### src/mpdma_axi_pkg.sv
// ~~~~~~~~~~~~~~~~~~~~~~~~~~~~~~~~~~~~~~~~~~~~~~~~~~~~~~~~~~
// AXI3 field widths and fixed burst fields for both masters
// Every access is one 32-bit beat with all strobes on
// ~~~~~~~~~~~~~~~~~~~~~~~~~~~~~~~~~~~~~~~~~~~~~~~~~~~~~~~~~~
package mpdma_axi_pkg;

    localparam int axi_addr_w = 32;
    localparam int axi_data_w = 32;
    localparam int axi_id_w   = 4;
    localparam int axi_len_w  = 4;

    // Single beat bursts only
    localparam logic [axi_len_w-1:0]    axi_len_single = '0;
    localparam logic [2:0]              axi_size_word  = 3'd2;   // 4 bytes
    localparam logic [1:0]              axi_burst_incr = 2'b01;
    localparam logic [axi_data_w/8-1:0] axi_strb_all   = '1;

    typedef logic [axi_addr_w-1:0] axi_addr_t;
    typedef logic [axi_data_w-1:0] axi_data_t;

endpackage

### src/mpdma_pkg.sv
// ~~~~~~~~~~~~~~~~~~~~~~~~~~~~~~~~~~~~~~~~~~~~~~~~~~~~~~~~~~
// Engine widths and matrix limits for the padding DMA
// Source width must be even, 2 to max_width
// Output is (width+2) square, written as 2x2 blocks
// ~~~~~~~~~~~~~~~~~~~~~~~~~~~~~~~~~~~~~~~~~~~~~~~~~~~~~~~~~~
package mpdma_pkg;

    localparam int dim_w   = 6;
    localparam int coord_w = 7;    // Output index reaches width+1

    localparam int max_width  = 62;
    localparam int pad_border = 1;   // Mirrored rows/cols per side

    localparam int words_per_block = 4;
    localparam int block_credits   = 2;   // Writer slots
    localparam int word_bytes      = 4;

    typedef logic [dim_w-1:0]   dim_t;
    typedef logic [coord_w-1:0] coord_t;

    // Bit 1 selects the row, bit 0 the column inside a block
    typedef enum logic [1:0] {
        corner_tl = 2'd0,
        corner_tr = 2'd1,
        corner_bl = 2'd2,
        corner_br = 2'd3
    } corner_t;

endpackage

### src/mpdma_mirror_map.sv
// ~~~~~~~~~~~~~~~~~~~~~~~~~~~~~~~~~~~~~~~~~~~~~~~~~~~~~~~~~~
// Output coordinate to mirrored source address, combinational
// Assumes width of at least 2 so the reflected index exists
// ~~~~~~~~~~~~~~~~~~~~~~~~~~~~~~~~~~~~~~~~~~~~~~~~~~~~~~~~~~
`timescale 1ns/1ps

module mpdma_mirror_map (
    input  mpdma_pkg::coord_t        out_row_i,
    input  mpdma_pkg::coord_t        out_col_i,
    input  mpdma_pkg::dim_t          width_i,
    input  mpdma_axi_pkg::axi_addr_t src_base_i,
    output mpdma_axi_pkg::axi_addr_t addr_o
);
    import mpdma_axi_pkg::*;
    import mpdma_pkg::*;

    coord_t      src_row;     // Zero-based after reflection
    coord_t      src_col;
    logic [15:0] word_off;

    // Returns the 1-based source index for one output index
    function automatic coord_t reflect(input coord_t k, input dim_t w);
        coord_t edge_hi;
        edge_hi = coord_t'(w) + coord_t'(pad_border);
        if (k == '0)
            return coord_t'(pad_border + 1);        // Top/left border
        else if (k == edge_hi)
            return coord_t'(w) - coord_t'(pad_border);
        else
            return k;
    endfunction

    always_comb begin
        src_row  = reflect(out_row_i, width_i) - coord_t'(1);
        src_col  = reflect(out_col_i, width_i) - coord_t'(1);
        word_off = 16'(src_row) * 16'(width_i) + 16'(src_col);
        addr_o   = src_base_i + axi_addr_t'(word_off) * axi_addr_t'(word_bytes);
    end

endmodule

### src/mpdma_block_seq.sv
// ~~~~~~~~~~~~~~~~~~~~~~~~~~~~~~~~~~~~~~~~~~~~~~~~~~~~~~~~~~
// Run control. Config is sampled on start while idle
// done_o stays high after a run until start_i drops
// ~~~~~~~~~~~~~~~~~~~~~~~~~~~~~~~~~~~~~~~~~~~~~~~~~~~~~~~~~~
`timescale 1ns/1ps

module mpdma_block_seq (
    input  logic                     clk,
    input  logic                     rst_n,
    input  logic                     start_i,
    input  mpdma_axi_pkg::axi_addr_t src_addr_i,
    input  mpdma_axi_pkg::axi_addr_t dst_addr_i,
    input  mpdma_pkg::dim_t          mat_width_i,
    output logic                     done_o,
    output mpdma_axi_pkg::axi_addr_t cfg_src_o,
    output mpdma_axi_pkg::axi_addr_t cfg_dst_o,
    output mpdma_pkg::dim_t          cfg_width_o,
    output logic                     blk_valid_o,
    output mpdma_pkg::coord_t        blk_row_o,
    output mpdma_pkg::coord_t        blk_col_o,
    input  logic                     blk_ready_i,
    input  logic                     blk_written_i
);
    import mpdma_pkg::*;

    typedef enum logic [1:0] {st_idle, st_issue, st_finish} state_t;

    state_t      state;
    dim_t        blk_side;      // Blocks per output row
    logic [10:0] blk_total;
    logic [10:0] written_cnt;
    logic        col_last;
    logic        row_last;

    assign blk_side  = {1'b0, cfg_width_o[dim_w-1:1]} + dim_t'(1);
    assign blk_total = 11'(blk_side) * 11'(blk_side);
    assign col_last  = (blk_col_o == coord_t'(cfg_width_o));
    assign row_last  = (blk_row_o == coord_t'(cfg_width_o));
    assign done_o    = (state != st_issue);

    always_ff @(posedge clk) begin
        if (state == st_idle && start_i) begin
            cfg_src_o   <= src_addr_i;
            cfg_dst_o   <= dst_addr_i;
            cfg_width_o <= mat_width_i;
        end
    end

    always_ff @(posedge clk) begin
        if (!rst_n) begin
            state       <= st_idle;
            blk_valid_o <= 1'b0;
            blk_row_o   <= '0;
            blk_col_o   <= '0;
            written_cnt <= '0;
        end else begin
            case (state)
                st_idle: begin
                    if (start_i) begin
                        state       <= st_issue;
                        blk_valid_o <= 1'b1;
                        blk_row_o   <= '0;
                        blk_col_o   <= '0;
                        written_cnt <= '0;
                    end
                end
                st_issue: begin
                    if (blk_valid_o && blk_ready_i) begin
                        if (col_last && row_last) begin
                            blk_valid_o <= 1'b0;    // All positions handed out
                        end else if (col_last) begin
                            blk_col_o <= '0;
                            blk_row_o <= blk_row_o + coord_t'(2);
                        end else begin
                            blk_col_o <= blk_col_o + coord_t'(2);
                        end
                    end
                    if (blk_written_i) begin
                        written_cnt <= written_cnt + 11'd1;
                        if (written_cnt == blk_total - 11'd1)
                            state <= st_finish;
                    end
                end
                st_finish: begin
                    if (!start_i)
                        state <= st_idle;   // Wait for start to drop
                end
                default: state <= st_idle;
            endcase
        end
    end

    a_width_legal: assert property (@(posedge clk) disable iff (!rst_n)
        (state == st_idle && start_i) |->
            (!mat_width_i[0] && mat_width_i >= dim_t'(2) && mat_width_i <= dim_t'(max_width)));

endmodule

### src/mpdma_block_reader.sv
// ~~~~~~~~~~~~~~~~~~~~~~~~~~~~~~~~~~~~~~~~~~~~~~~~~~~~~~~~~~
// AXI read master, four single-beat reads per block
// One read outstanding. Hand-off waits for a writer credit
// ~~~~~~~~~~~~~~~~~~~~~~~~~~~~~~~~~~~~~~~~~~~~~~~~~~~~~~~~~~
`timescale 1ns/1ps

module mpdma_block_reader (
    input  logic                      clk,
    input  logic                      rst_n,
    input  mpdma_axi_pkg::axi_addr_t  cfg_src_i,
    input  mpdma_pkg::dim_t           cfg_width_i,
    input  logic                      blk_valid_i,
    input  mpdma_pkg::coord_t         blk_row_i,
    input  mpdma_pkg::coord_t         blk_col_i,
    output logic                      blk_ready_o,
    output logic                      arvalid_o,
    output mpdma_axi_pkg::axi_addr_t  araddr_o,
    input  logic                      arready_i,
    input  logic                      rvalid_i,
    input  mpdma_axi_pkg::axi_data_t  rdata_i,
    output logic                      rready_o,
    output logic                      wr_valid_o,
    output mpdma_pkg::coord_t         wr_row_o,
    output mpdma_pkg::coord_t         wr_col_o,
    output mpdma_axi_pkg::axi_data_t [mpdma_pkg::words_per_block-1:0] wr_data_o,
    input  logic                      credit_return_i
);
    import mpdma_axi_pkg::*;
    import mpdma_pkg::*;

    typedef enum logic [1:0] {rd_idle, rd_addr, rd_data, rd_hand} state_t;

    state_t  state;
    corner_t corner;
    coord_t  cur_row;
    coord_t  cur_col;
    logic [$clog2(block_credits+1)-1:0] credits;

    assign cur_row = wr_row_o + coord_t'(corner[1]);
    assign cur_col = wr_col_o + coord_t'(corner[0]);

    assign blk_ready_o = (state == rd_idle);
    assign arvalid_o   = (state == rd_addr);
    assign rready_o    = (state == rd_data);
    assign wr_valid_o  = (state == rd_hand) && (credits != '0);

    mpdma_mirror_map i_map (
        .out_row_i  (cur_row),
        .out_col_i  (cur_col),
        .width_i    (cfg_width_i),
        .src_base_i (cfg_src_i),
        .addr_o     (araddr_o)
    );

    always_ff @(posedge clk) begin
        if (!rst_n) begin
            state   <= rd_idle;
            corner  <= corner_tl;
            credits <= block_credits[$bits(credits)-1:0];
        end else begin
            case (state)
                rd_idle: begin
                    if (blk_valid_i) begin
                        state  <= rd_addr;
                        corner <= corner_tl;
                    end
                end
                rd_addr: if (arready_i) state <= rd_data;
                rd_data: begin
                    if (rvalid_i) begin
                        if (corner == corner_br) begin
                            state <= rd_hand;
                        end else begin
                            corner <= corner_t'(corner + 2'd1);
                            state  <= rd_addr;
                        end
                    end
                end
                rd_hand: if (wr_valid_o) state <= rd_idle;
                default: state <= rd_idle;
            endcase

            // A hand-off and a returned credit can meet in one cycle
            if (wr_valid_o && !credit_return_i)
                credits <= credits - 1'b1;
            else if (!wr_valid_o && credit_return_i)
                credits <= credits + 1'b1;
        end
    end

    // Block position and read words
    always_ff @(posedge clk) begin
        if (state == rd_idle && blk_valid_i) begin
            wr_row_o <= blk_row_i;
            wr_col_o <= blk_col_i;
        end
        if (state == rd_data && rvalid_i)
            wr_data_o[corner] <= rdata_i;
    end

    a_credit_max: assert property (@(posedge clk) disable iff (!rst_n)
        credits <= block_credits[$bits(credits)-1:0]);

endmodule

### src/mpdma_block_writer.sv
// ~~~~~~~~~~~~~~~~~~~~~~~~~~~~~~~~~~~~~~~~~~~~~~~~~~~~~~~~~~
// Two-slot block store and AXI write master
// Words go out in corner order, one AW/W/B exchange each
// The reader must only send a block into a free slot
// ~~~~~~~~~~~~~~~~~~~~~~~~~~~~~~~~~~~~~~~~~~~~~~~~~~~~~~~~~~
`timescale 1ns/1ps

module mpdma_block_writer (
    input  logic                      clk,
    input  logic                      rst_n,
    input  mpdma_axi_pkg::axi_addr_t  cfg_dst_i,
    input  mpdma_pkg::dim_t           cfg_width_i,
    input  logic                      wr_valid_i,
    input  mpdma_pkg::coord_t         wr_row_i,
    input  mpdma_pkg::coord_t         wr_col_i,
    input  mpdma_axi_pkg::axi_data_t [mpdma_pkg::words_per_block-1:0] wr_data_i,
    output logic                      awvalid_o,
    output mpdma_axi_pkg::axi_addr_t  awaddr_o,
    input  logic                      awready_i,
    output logic                      wvalid_o,
    output mpdma_axi_pkg::axi_data_t  wdata_o,
    output logic                      wlast_o,
    input  logic                      wready_i,
    input  logic                      bvalid_i,
    output logic                      bready_o,
    output logic                      blk_written_o
);
    import mpdma_axi_pkg::*;
    import mpdma_pkg::*;

    axi_data_t [words_per_block-1:0] slot_data [2];
    coord_t                          slot_row  [2];
    coord_t                          slot_col  [2];

    logic [1:0]  slot_full;
    logic        wp;          // Next slot to fill
    logic        rp;          // Slot being written out
    logic        busy;
    logic        aw_pend;
    logic        w_pend;
    corner_t     corner;
    coord_t      out_stride;
    coord_t      cur_row;
    coord_t      cur_col;
    logic [15:0] word_off;
    logic        b_hs;

    assign out_stride = coord_t'(cfg_width_i) + coord_t'(2 * pad_border);
    assign cur_row    = slot_row[rp] + coord_t'(corner[1]);
    assign cur_col    = slot_col[rp] + coord_t'(corner[0]);
    assign word_off   = 16'(cur_row) * 16'(out_stride) + 16'(cur_col);

    assign awvalid_o = aw_pend;
    assign awaddr_o  = cfg_dst_i + axi_addr_t'(word_off) * axi_addr_t'(word_bytes);
    assign wvalid_o  = w_pend;
    assign wdata_o   = slot_data[rp][corner];
    assign wlast_o   = w_pend;              // Every beat is the last
    assign bready_o  = busy;
    assign b_hs      = bvalid_i && bready_o;

    assign blk_written_o = b_hs && (corner == corner_br);

    always_ff @(posedge clk) begin
        if (wr_valid_i) begin
            slot_data[wp] <= wr_data_i;
            slot_row[wp]  <= wr_row_i;
            slot_col[wp]  <= wr_col_i;
        end
    end

    always_ff @(posedge clk) begin
        if (!rst_n) begin
            slot_full <= '0;
            wp        <= 1'b0;
            rp        <= 1'b0;
            busy      <= 1'b0;
            aw_pend   <= 1'b0;
            w_pend    <= 1'b0;
            corner    <= corner_tl;
        end else begin
            if (wr_valid_i) begin
                slot_full[wp] <= 1'b1;
                wp            <= ~wp;
            end
            if (!busy) begin
                if (slot_full[rp]) begin    // Start the first word
                    busy    <= 1'b1;
                    aw_pend <= 1'b1;
                    w_pend  <= 1'b1;
                    corner  <= corner_tl;
                end
            end else begin
                if (awready_i) aw_pend <= 1'b0;
                if (wready_i)  w_pend  <= 1'b0;
                if (b_hs) begin
                    if (corner == corner_br) begin
                        busy          <= 1'b0;
                        slot_full[rp] <= 1'b0;
                        rp            <= ~rp;
                    end else begin
                        corner  <= corner_t'(corner + 2'd1);
                        aw_pend <= 1'b1;
                        w_pend  <= 1'b1;
                    end
                end
            end
        end
    end

    // Credits keep the ring from overflowing
    a_slot_free: assert property (@(posedge clk) disable iff (!rst_n)
        wr_valid_i |-> !(&slot_full));

endmodule

### src/mpdma_top.sv
// ~~~~~~~~~~~~~~~~~~~~~~~~~~~~~~~~~~~~~~~~~~~~~~~~~~~~~~~~~~
// Mirror-padding DMA top. AXI3 master, single-beat accesses
// IDs are fixed at 0 and bresp/rresp are not checked
// ~~~~~~~~~~~~~~~~~~~~~~~~~~~~~~~~~~~~~~~~~~~~~~~~~~~~~~~~~~
`timescale 1ns/1ps

module mpdma_top (
    input  logic                                    clk,
    input  logic                                    rst_n,
    input  logic                                    start_i,
    input  mpdma_axi_pkg::axi_addr_t                src_addr_i,
    input  mpdma_axi_pkg::axi_addr_t                dst_addr_i,
    input  mpdma_pkg::dim_t                         mat_width_i,
    output logic                                    done_o,
    // AW channel
    output logic [mpdma_axi_pkg::axi_id_w-1:0]      awid_o,
    output mpdma_axi_pkg::axi_addr_t                awaddr_o,
    output logic [mpdma_axi_pkg::axi_len_w-1:0]     awlen_o,
    output logic [2:0]                              awsize_o,
    output logic [1:0]                              awburst_o,
    output logic                                    awvalid_o,
    input  logic                                    awready_i,
    // W channel
    output logic [mpdma_axi_pkg::axi_id_w-1:0]      wid_o,
    output mpdma_axi_pkg::axi_data_t                wdata_o,
    output logic [mpdma_axi_pkg::axi_data_w/8-1:0]  wstrb_o,
    output logic                                    wlast_o,
    output logic                                    wvalid_o,
    input  logic                                    wready_i,
    // B channel
    input  logic [mpdma_axi_pkg::axi_id_w-1:0]      bid_i,
    input  logic [1:0]                              bresp_i,
    input  logic                                    bvalid_i,
    output logic                                    bready_o,
    // AR channel
    output logic [mpdma_axi_pkg::axi_id_w-1:0]      arid_o,
    output mpdma_axi_pkg::axi_addr_t                araddr_o,
    output logic [mpdma_axi_pkg::axi_len_w-1:0]     arlen_o,
    output logic [2:0]                              arsize_o,
    output logic [1:0]                              arburst_o,
    output logic                                    arvalid_o,
    input  logic                                    arready_i,
    // R channel
    input  logic [mpdma_axi_pkg::axi_id_w-1:0]      rid_i,
    input  mpdma_axi_pkg::axi_data_t                rdata_i,
    input  logic [1:0]                              rresp_i,
    input  logic                                    rlast_i,
    input  logic                                    rvalid_i,
    output logic                                    rready_o
);
    import mpdma_axi_pkg::*;
    import mpdma_pkg::*;

    axi_addr_t cfg_src;
    axi_addr_t cfg_dst;
    dim_t      cfg_width;
    logic      blk_valid;
    logic      blk_ready;
    coord_t    blk_row;
    coord_t    blk_col;
    logic      wr_valid;
    coord_t    wr_row;
    coord_t    wr_col;
    axi_data_t [words_per_block-1:0] wr_data;
    logic      blk_written;

    // Fixed single-beat burst fields
    assign awid_o    = '0;
    assign awlen_o   = axi_len_single;
    assign awsize_o  = axi_size_word;
    assign awburst_o = axi_burst_incr;
    assign wid_o     = '0;
    assign wstrb_o   = axi_strb_all;
    assign arid_o    = '0;
    assign arlen_o   = axi_len_single;
    assign arsize_o  = axi_size_word;
    assign arburst_o = axi_burst_incr;

    mpdma_block_seq i_seq (
        .clk, .rst_n, .start_i, .src_addr_i, .dst_addr_i, .mat_width_i, .done_o,
        .cfg_src_o     (cfg_src),
        .cfg_dst_o     (cfg_dst),
        .cfg_width_o   (cfg_width),
        .blk_valid_o   (blk_valid),
        .blk_row_o     (blk_row),
        .blk_col_o     (blk_col),
        .blk_ready_i   (blk_ready),
        .blk_written_i (blk_written)
    );

    mpdma_block_reader i_reader (
        .clk, .rst_n, .arvalid_o, .araddr_o, .arready_i, .rvalid_i, .rdata_i, .rready_o,
        .cfg_src_i       (cfg_src),
        .cfg_width_i     (cfg_width),
        .blk_valid_i     (blk_valid),
        .blk_row_i       (blk_row),
        .blk_col_i       (blk_col),
        .blk_ready_o     (blk_ready),
        .wr_valid_o      (wr_valid),
        .wr_row_o        (wr_row),
        .wr_col_o        (wr_col),
        .wr_data_o       (wr_data),
        .credit_return_i (blk_written)   // One credit per finished block
    );

    mpdma_block_writer i_writer (
        .clk, .rst_n, .awvalid_o, .awaddr_o, .awready_i, .wvalid_o, .wdata_o, .wlast_o,
        .wready_i, .bvalid_i, .bready_o,
        .cfg_dst_i     (cfg_dst),
        .cfg_width_i   (cfg_width),
        .wr_valid_i    (wr_valid),
        .wr_row_i      (wr_row),
        .wr_col_i      (wr_col),
        .wr_data_i     (wr_data),
        .blk_written_o (blk_written)
    );

endmodule

### config.mk
export PLATFORM = sky130hd
export DESIGN_NAME = mpdma_top
export DESIGN_NICKNAME = d
export VERILOG_FILES = /design/src/mpdma_axi_pkg.sv /design/src/mpdma_pkg.sv /design/src/mpdma_mirror_map.sv /design/src/mpdma_block_seq.sv /design/src/mpdma_block_reader.sv /design/src/mpdma_block_writer.sv /design/src/mpdma_top.sv
export SDC_FILE = /design/constraint.sdc
export NUM_CORES = 1
export LEC_CHECK = 0
export BUFFER_PORTS_ARGS = -buffer_cell sky130_fd_sc_hd__buf_2
export CAP_MARGIN = 40
export CORE_MARGIN = 3
export CORE_UTILIZATION = 50
export DETAILED_ROUTE_END_ITERATION = 6
export PLACE_DENSITY = 0.73
export SETUP_SLACK_MARGIN = 0.05
export SLEW_MARGIN = 30
export SYNTH_ARGS = -nofsm -noshare
export SYNTH_HDL_FRONTEND = slang
export SYNTH_SLANG_ARGS = --single-unit
### constraint.sdc
create_clock -name clk -period 10.9 [get_ports clk]
set_input_delay 1.635 -clock clk [delete_from_list [all_inputs] [get_ports clk]]
set_output_delay 1.635 -clock clk [all_outputs]
set_load 0.02 [all_outputs]
==> metrics.cfg <==
[outcome]
status=complete, no violations

[yosys]
post-synth-top-count-cell=sky130_fd_sc_hd__edfxtp_1
synth-edff-count=490
synth_top_area_frac=0.5484
syn_area_um2=26830
seq_area_frac_synth=0.5797
netlist_top_cells_count=sky130_fd_sc_hd__edfxtp_1 (490), sky130_fd_sc_hd__nand2_1 (190), sky130_fd_sc_hd__ha_1 (142)
async_reset_ff_frac=0
ys_seq_elements=532
syn_area_per_cell_um2=13.60
netlist-cell-type-count=80
syn_inst=1973
predominant_post_synthesis_flop_cell=sky130_fd_sc_hd__edfxtp_1
netlist.top_cell.by_area=sky130_fd_sc_hd__edfxtp_1
cell_types_with_the_largest_area_share_after_synthesis=sky130_fd_sc_hd__edfxtp_1 (55%), sky130_fd_sc_hd__ha_1 (6.6%), sky130_fd_sc_hd__mux4_2 (5.4%)
yosysWarningCount=0

[global_routing]
overflow=0
global_route.usage.total=0.1928
vias_in_the_first_global_route=17060
first_pass_grt_wire_length_um=86920
antenna_violations_before_repair=7
maximum_number_of_pins_on_one_net_before_global_route_repair=69

[final_layout]
n_fill_cell=4113
fraction_of_layout_cells_with_a_size_suffix_above_1=0.2084
fin_util=0.5851
final_nets=2564
areaGrowthSynthToFinish_pct=15.27

[floorplanning]
die_boundary_width_um=237.7
die_h_um=237.7
die_area_um2=56480
placement_rows=84
floorplan.initialDensity=0.5076
design.portCount=260
core_area_um2=52870

[worst_setup_path]
crit_type=flop to primary output
worst_r2r_startpoint=i_seq.cfg_width_o[3]
reg2reg_depth=15
end_kind=primary output
timing.rr.end=i_seq.state[0]
crit_path_max_fanout=20
critical-path-max-stage-delay_ns=0.54
r2r_slack_ns=5.43
crit_slowest_cell=sky130_fd_sc_hd__fa_1
worstPathRequired_ns=9.27
timing.critical_path.mode_cell=sky130_fd_sc_hd__fa_1
arrival_ns=8.77
timing.critical_path.from_type=flop

[clock_network]
tritoncts.num_buffers=55
clk_latency_ns=0.61
cts_root_buffer=sky130_fd_sc_hd__clkbuf_16
clockBufferDepth=3
h-tree-depth=2
tritoncts=built
path_clk_slew_ns=0.06
cts_num_sinks=532

[detailed_routing]
post_drt_wl_per_cell_um=18.33
drt_iter0_markers=1024
post-route-drc-count=0
postRouteWirelength_um=54360
postRouteAntennaNets=0
drtPass1Iterations=5
avgViaCountPerCell=5.481
detailroute.via_count=16260

[sta]
final_cycle_utilization_of_the_critical_path=0.9550
slew_headroom=0.4288
final-max-slew-violation-count=0
fin_worst_skew_ns=0.01885
setup_viol_count_final=0
tightestPinTransition_ns=0.8507
timing.final.crit_period_ns=10.41
maxClockFrequency_mhz=96.06
setup_slack_of_the_critical_path_after_layout_ns=0.4903
timing_hold_violations_final=0

[power_and_ir_drop]
power_switching_mw=2.271
pwr-share-seq=0.343
p_comb_frac=0.365
power.ir.vdd_worst_uv=230.8
switching_share=0.3433
power.internal_mw=4.344
p_leak_nw=11.80
clock_power_share=0.292
power.density_cell_area_nw_per_um2=213.9

[hold_path]
timing.hold.worst.start=i_reader.wr_data_o[50]
worst_hold_path.endpoint=i_writer.slot_data[1][50]
holdPathStages=0
min_path_type=flop to flop

[run]
drv_cap=0

[placement]
buffer_ports.inserted=212
gp_congestion=0.8708
pre_cts_ws_ns=0.4278
detailedPlacementHpwl_um=36580

-- layout by cell type, fill, tap and decap left out, types with 9 or more instances in the layout --
master,synthesis,final
sky130_fd_sc_hd__or3_1,13,13
sky130_fd_sc_hd__inv_1,129,127
sky130_fd_sc_hd__and3_1,18,12
sky130_fd_sc_hd__o21a_1,10,10
sky130_fd_sc_hd__mux2i_1,16,15
sky130_fd_sc_hd__buf_4,39,33
sky130_fd_sc_hd__clkbuf_16,0,56
sky130_fd_sc_hd__buf_2,6,212
sky130_fd_sc_hd__nand2_1,190,190
sky130_fd_sc_hd__o21ai_0,51,51
sky130_fd_sc_hd__a21o_1,15,15
sky130_fd_sc_hd__and2_1,36,36
sky130_fd_sc_hd__fa_1,69,69
sky130_fd_sc_hd__nor2_1,103,100
sky130_fd_sc_hd__conb_1,2,40
sky130_fd_sc_hd__clkbuf_1,35,10
sky130_fd_sc_hd__nor2b_1,15,15
sky130_fd_sc_hd__edfxtp_1,490,490
sky130_fd_sc_hd__dfxtp_1,42,39
sky130_fd_sc_hd__nand2b_1,21,21
sky130_fd_sc_hd__nand4_1,13,13
sky130_fd_sc_hd__a21boi_0,9,9
sky130_fd_sc_hd__xor2_1,49,49
sky130_fd_sc_hd__mux4_2,64,64
sky130_fd_sc_hd__xnor2_1,94,93
sky130_fd_sc_hd__nand3_1,38,38
sky130_fd_sc_hd__nor3b_1,15,13
sky130_fd_sc_hd__nor3_1,38,34
sky130_fd_sc_hd__clkinv_2,0,9
sky130_fd_sc_hd__ha_1,142,140
sky130_fd_sc_hd__a21oi_1,65,61
-- power groups by stage --
stage          Sequential (mW)  Combinational, mW  Clock [mW]
2_1_floorplan             2.31               1.76           0
3_3_place_gp              2.31               2.32           0
3_5_place_dp              2.31               2.37           0
4_1_cts                   2.27               2.38        1.98
5_1_grt                   2.27               2.68        2.07
6_report                  2.27               2.41        1.93
-- cell type report --
type | count | area [um2] | area share
sequential | 532 | 15560 | 0.5032
clock buffer | 68 | 1466 | 0.04741
antenna | 3 | 7.507 | 0.0002427
inverter | 131 | 493.0 | 0.01594
clock inverter | 34 | 427.9 | 0.01383
tap | 688 | 860.8 | 0.02783
multi-input combinational | 1254 | 10610 | 0.3430
timing repair buffer | 256 | 1501 | 0.04854
-- kinds of logic (layout without fill, tap and decap cells) --
group / Yosys count / in the layout / synth area share
and+or+nand+nor: 541 / 541 / 0.09885
DFF: 532 / 532 / 0.5797
AOI/OAI and AO/OA: 230 / 230 / 0.05572
buffers and inverters: 225 / 489 / 0.03749
adders and majority gates: 211 / 211 / 0.1177
xor gates and xnor gates: 143 / 143 / 0.04668
muxes: 89 / 89 / 0.06360
other: 2 / 43 / 0.0002799
-- flip-flops by register name (all words and copies together) (netlist names), 2 cells and up, named ones only --
signal,cells
i_seq.state,2
i_seq.blk_row_o,6
i_reader.corner,2
i_seq.written_cnt,11
i_reader.wr_col_o,6
i_reader.credits,2
i_seq.cfg_width_o,6
i_writer.slot_col,12
i_seq.cfg_src_o,32
i_writer.slot_full,2
i_writer.corner,2
i_reader.state,2
i_writer.slot_data,256
i_seq.blk_col_o,6
i_writer.slot_row,12
i_reader.wr_data_o,128
i_seq.cfg_dst_o,32
i_reader.wr_row_o,6
-- worst max-delay path: cells and delay by family (launching register included) --
family	cells	cell delay (ns)
buffers and inverters	7	0.88
adders and majority gates	7	2.99
and+or+nand+nor	7	1.49
DFF	1	0.39
muxes	1	0.35
AOI/OAI and AO/OA	9	1.58
xor gates and xnor gates	3	0.48
-- worst max path at each step --
stage / start / end
6_report: i_seq.cfg_width_o[1] / araddr_o[31]
4_1_cts: i_seq.cfg_width_o[1] / araddr_o[20]
3_3_place_gp: i_seq.cfg_width_o[1] / araddr_o[28]
3_5_place_dp: i_seq.cfg_width_o[1] / araddr_o[20]
5_1_grt: i_seq.cfg_width_o[1] / araddr_o[20]
2_1_floorplan: i_seq.cfg_width_o[1] / araddr_o[20]
-- per-layer routing --
metal / up-vias / wire length, um / track usage
li1: 7635 / - / -
met1: 8067 / 21700 / 0.2362
met2: 428 / 27950 / 0.3430
met3: 119 / 3077 / 0.03794
met4: 8 / 1584 / 0.06508
met5: - / 49 / 0
-- stage by stage --
stage          power [mW]  hold WS, ns  area, um2  instances  TNS, ns
6_report            6.615       0.4389      30930       2966        0
3_3_place_gp        4.629       0.4224      28630       2845        0
3_5_place_dp        4.684       0.4296      28770       2851        0
4_1_cts             6.638       0.4293      30690       2953        0
2_1_floorplan       4.065       0.4215      26980       2011        0
5_1_grt             7.022       0.4380      30930       2965  -0.3695
-- timing repair --
action,CTS,global route
resized for setup,6,29
setup endpoints to repair,16,18
endpoints found under the hold margin,0,0
hold buffers,0,0
buffers inserted,0,5
pin swaps,0,2
No activity file was read; power rests on OpenSTA's default activity.
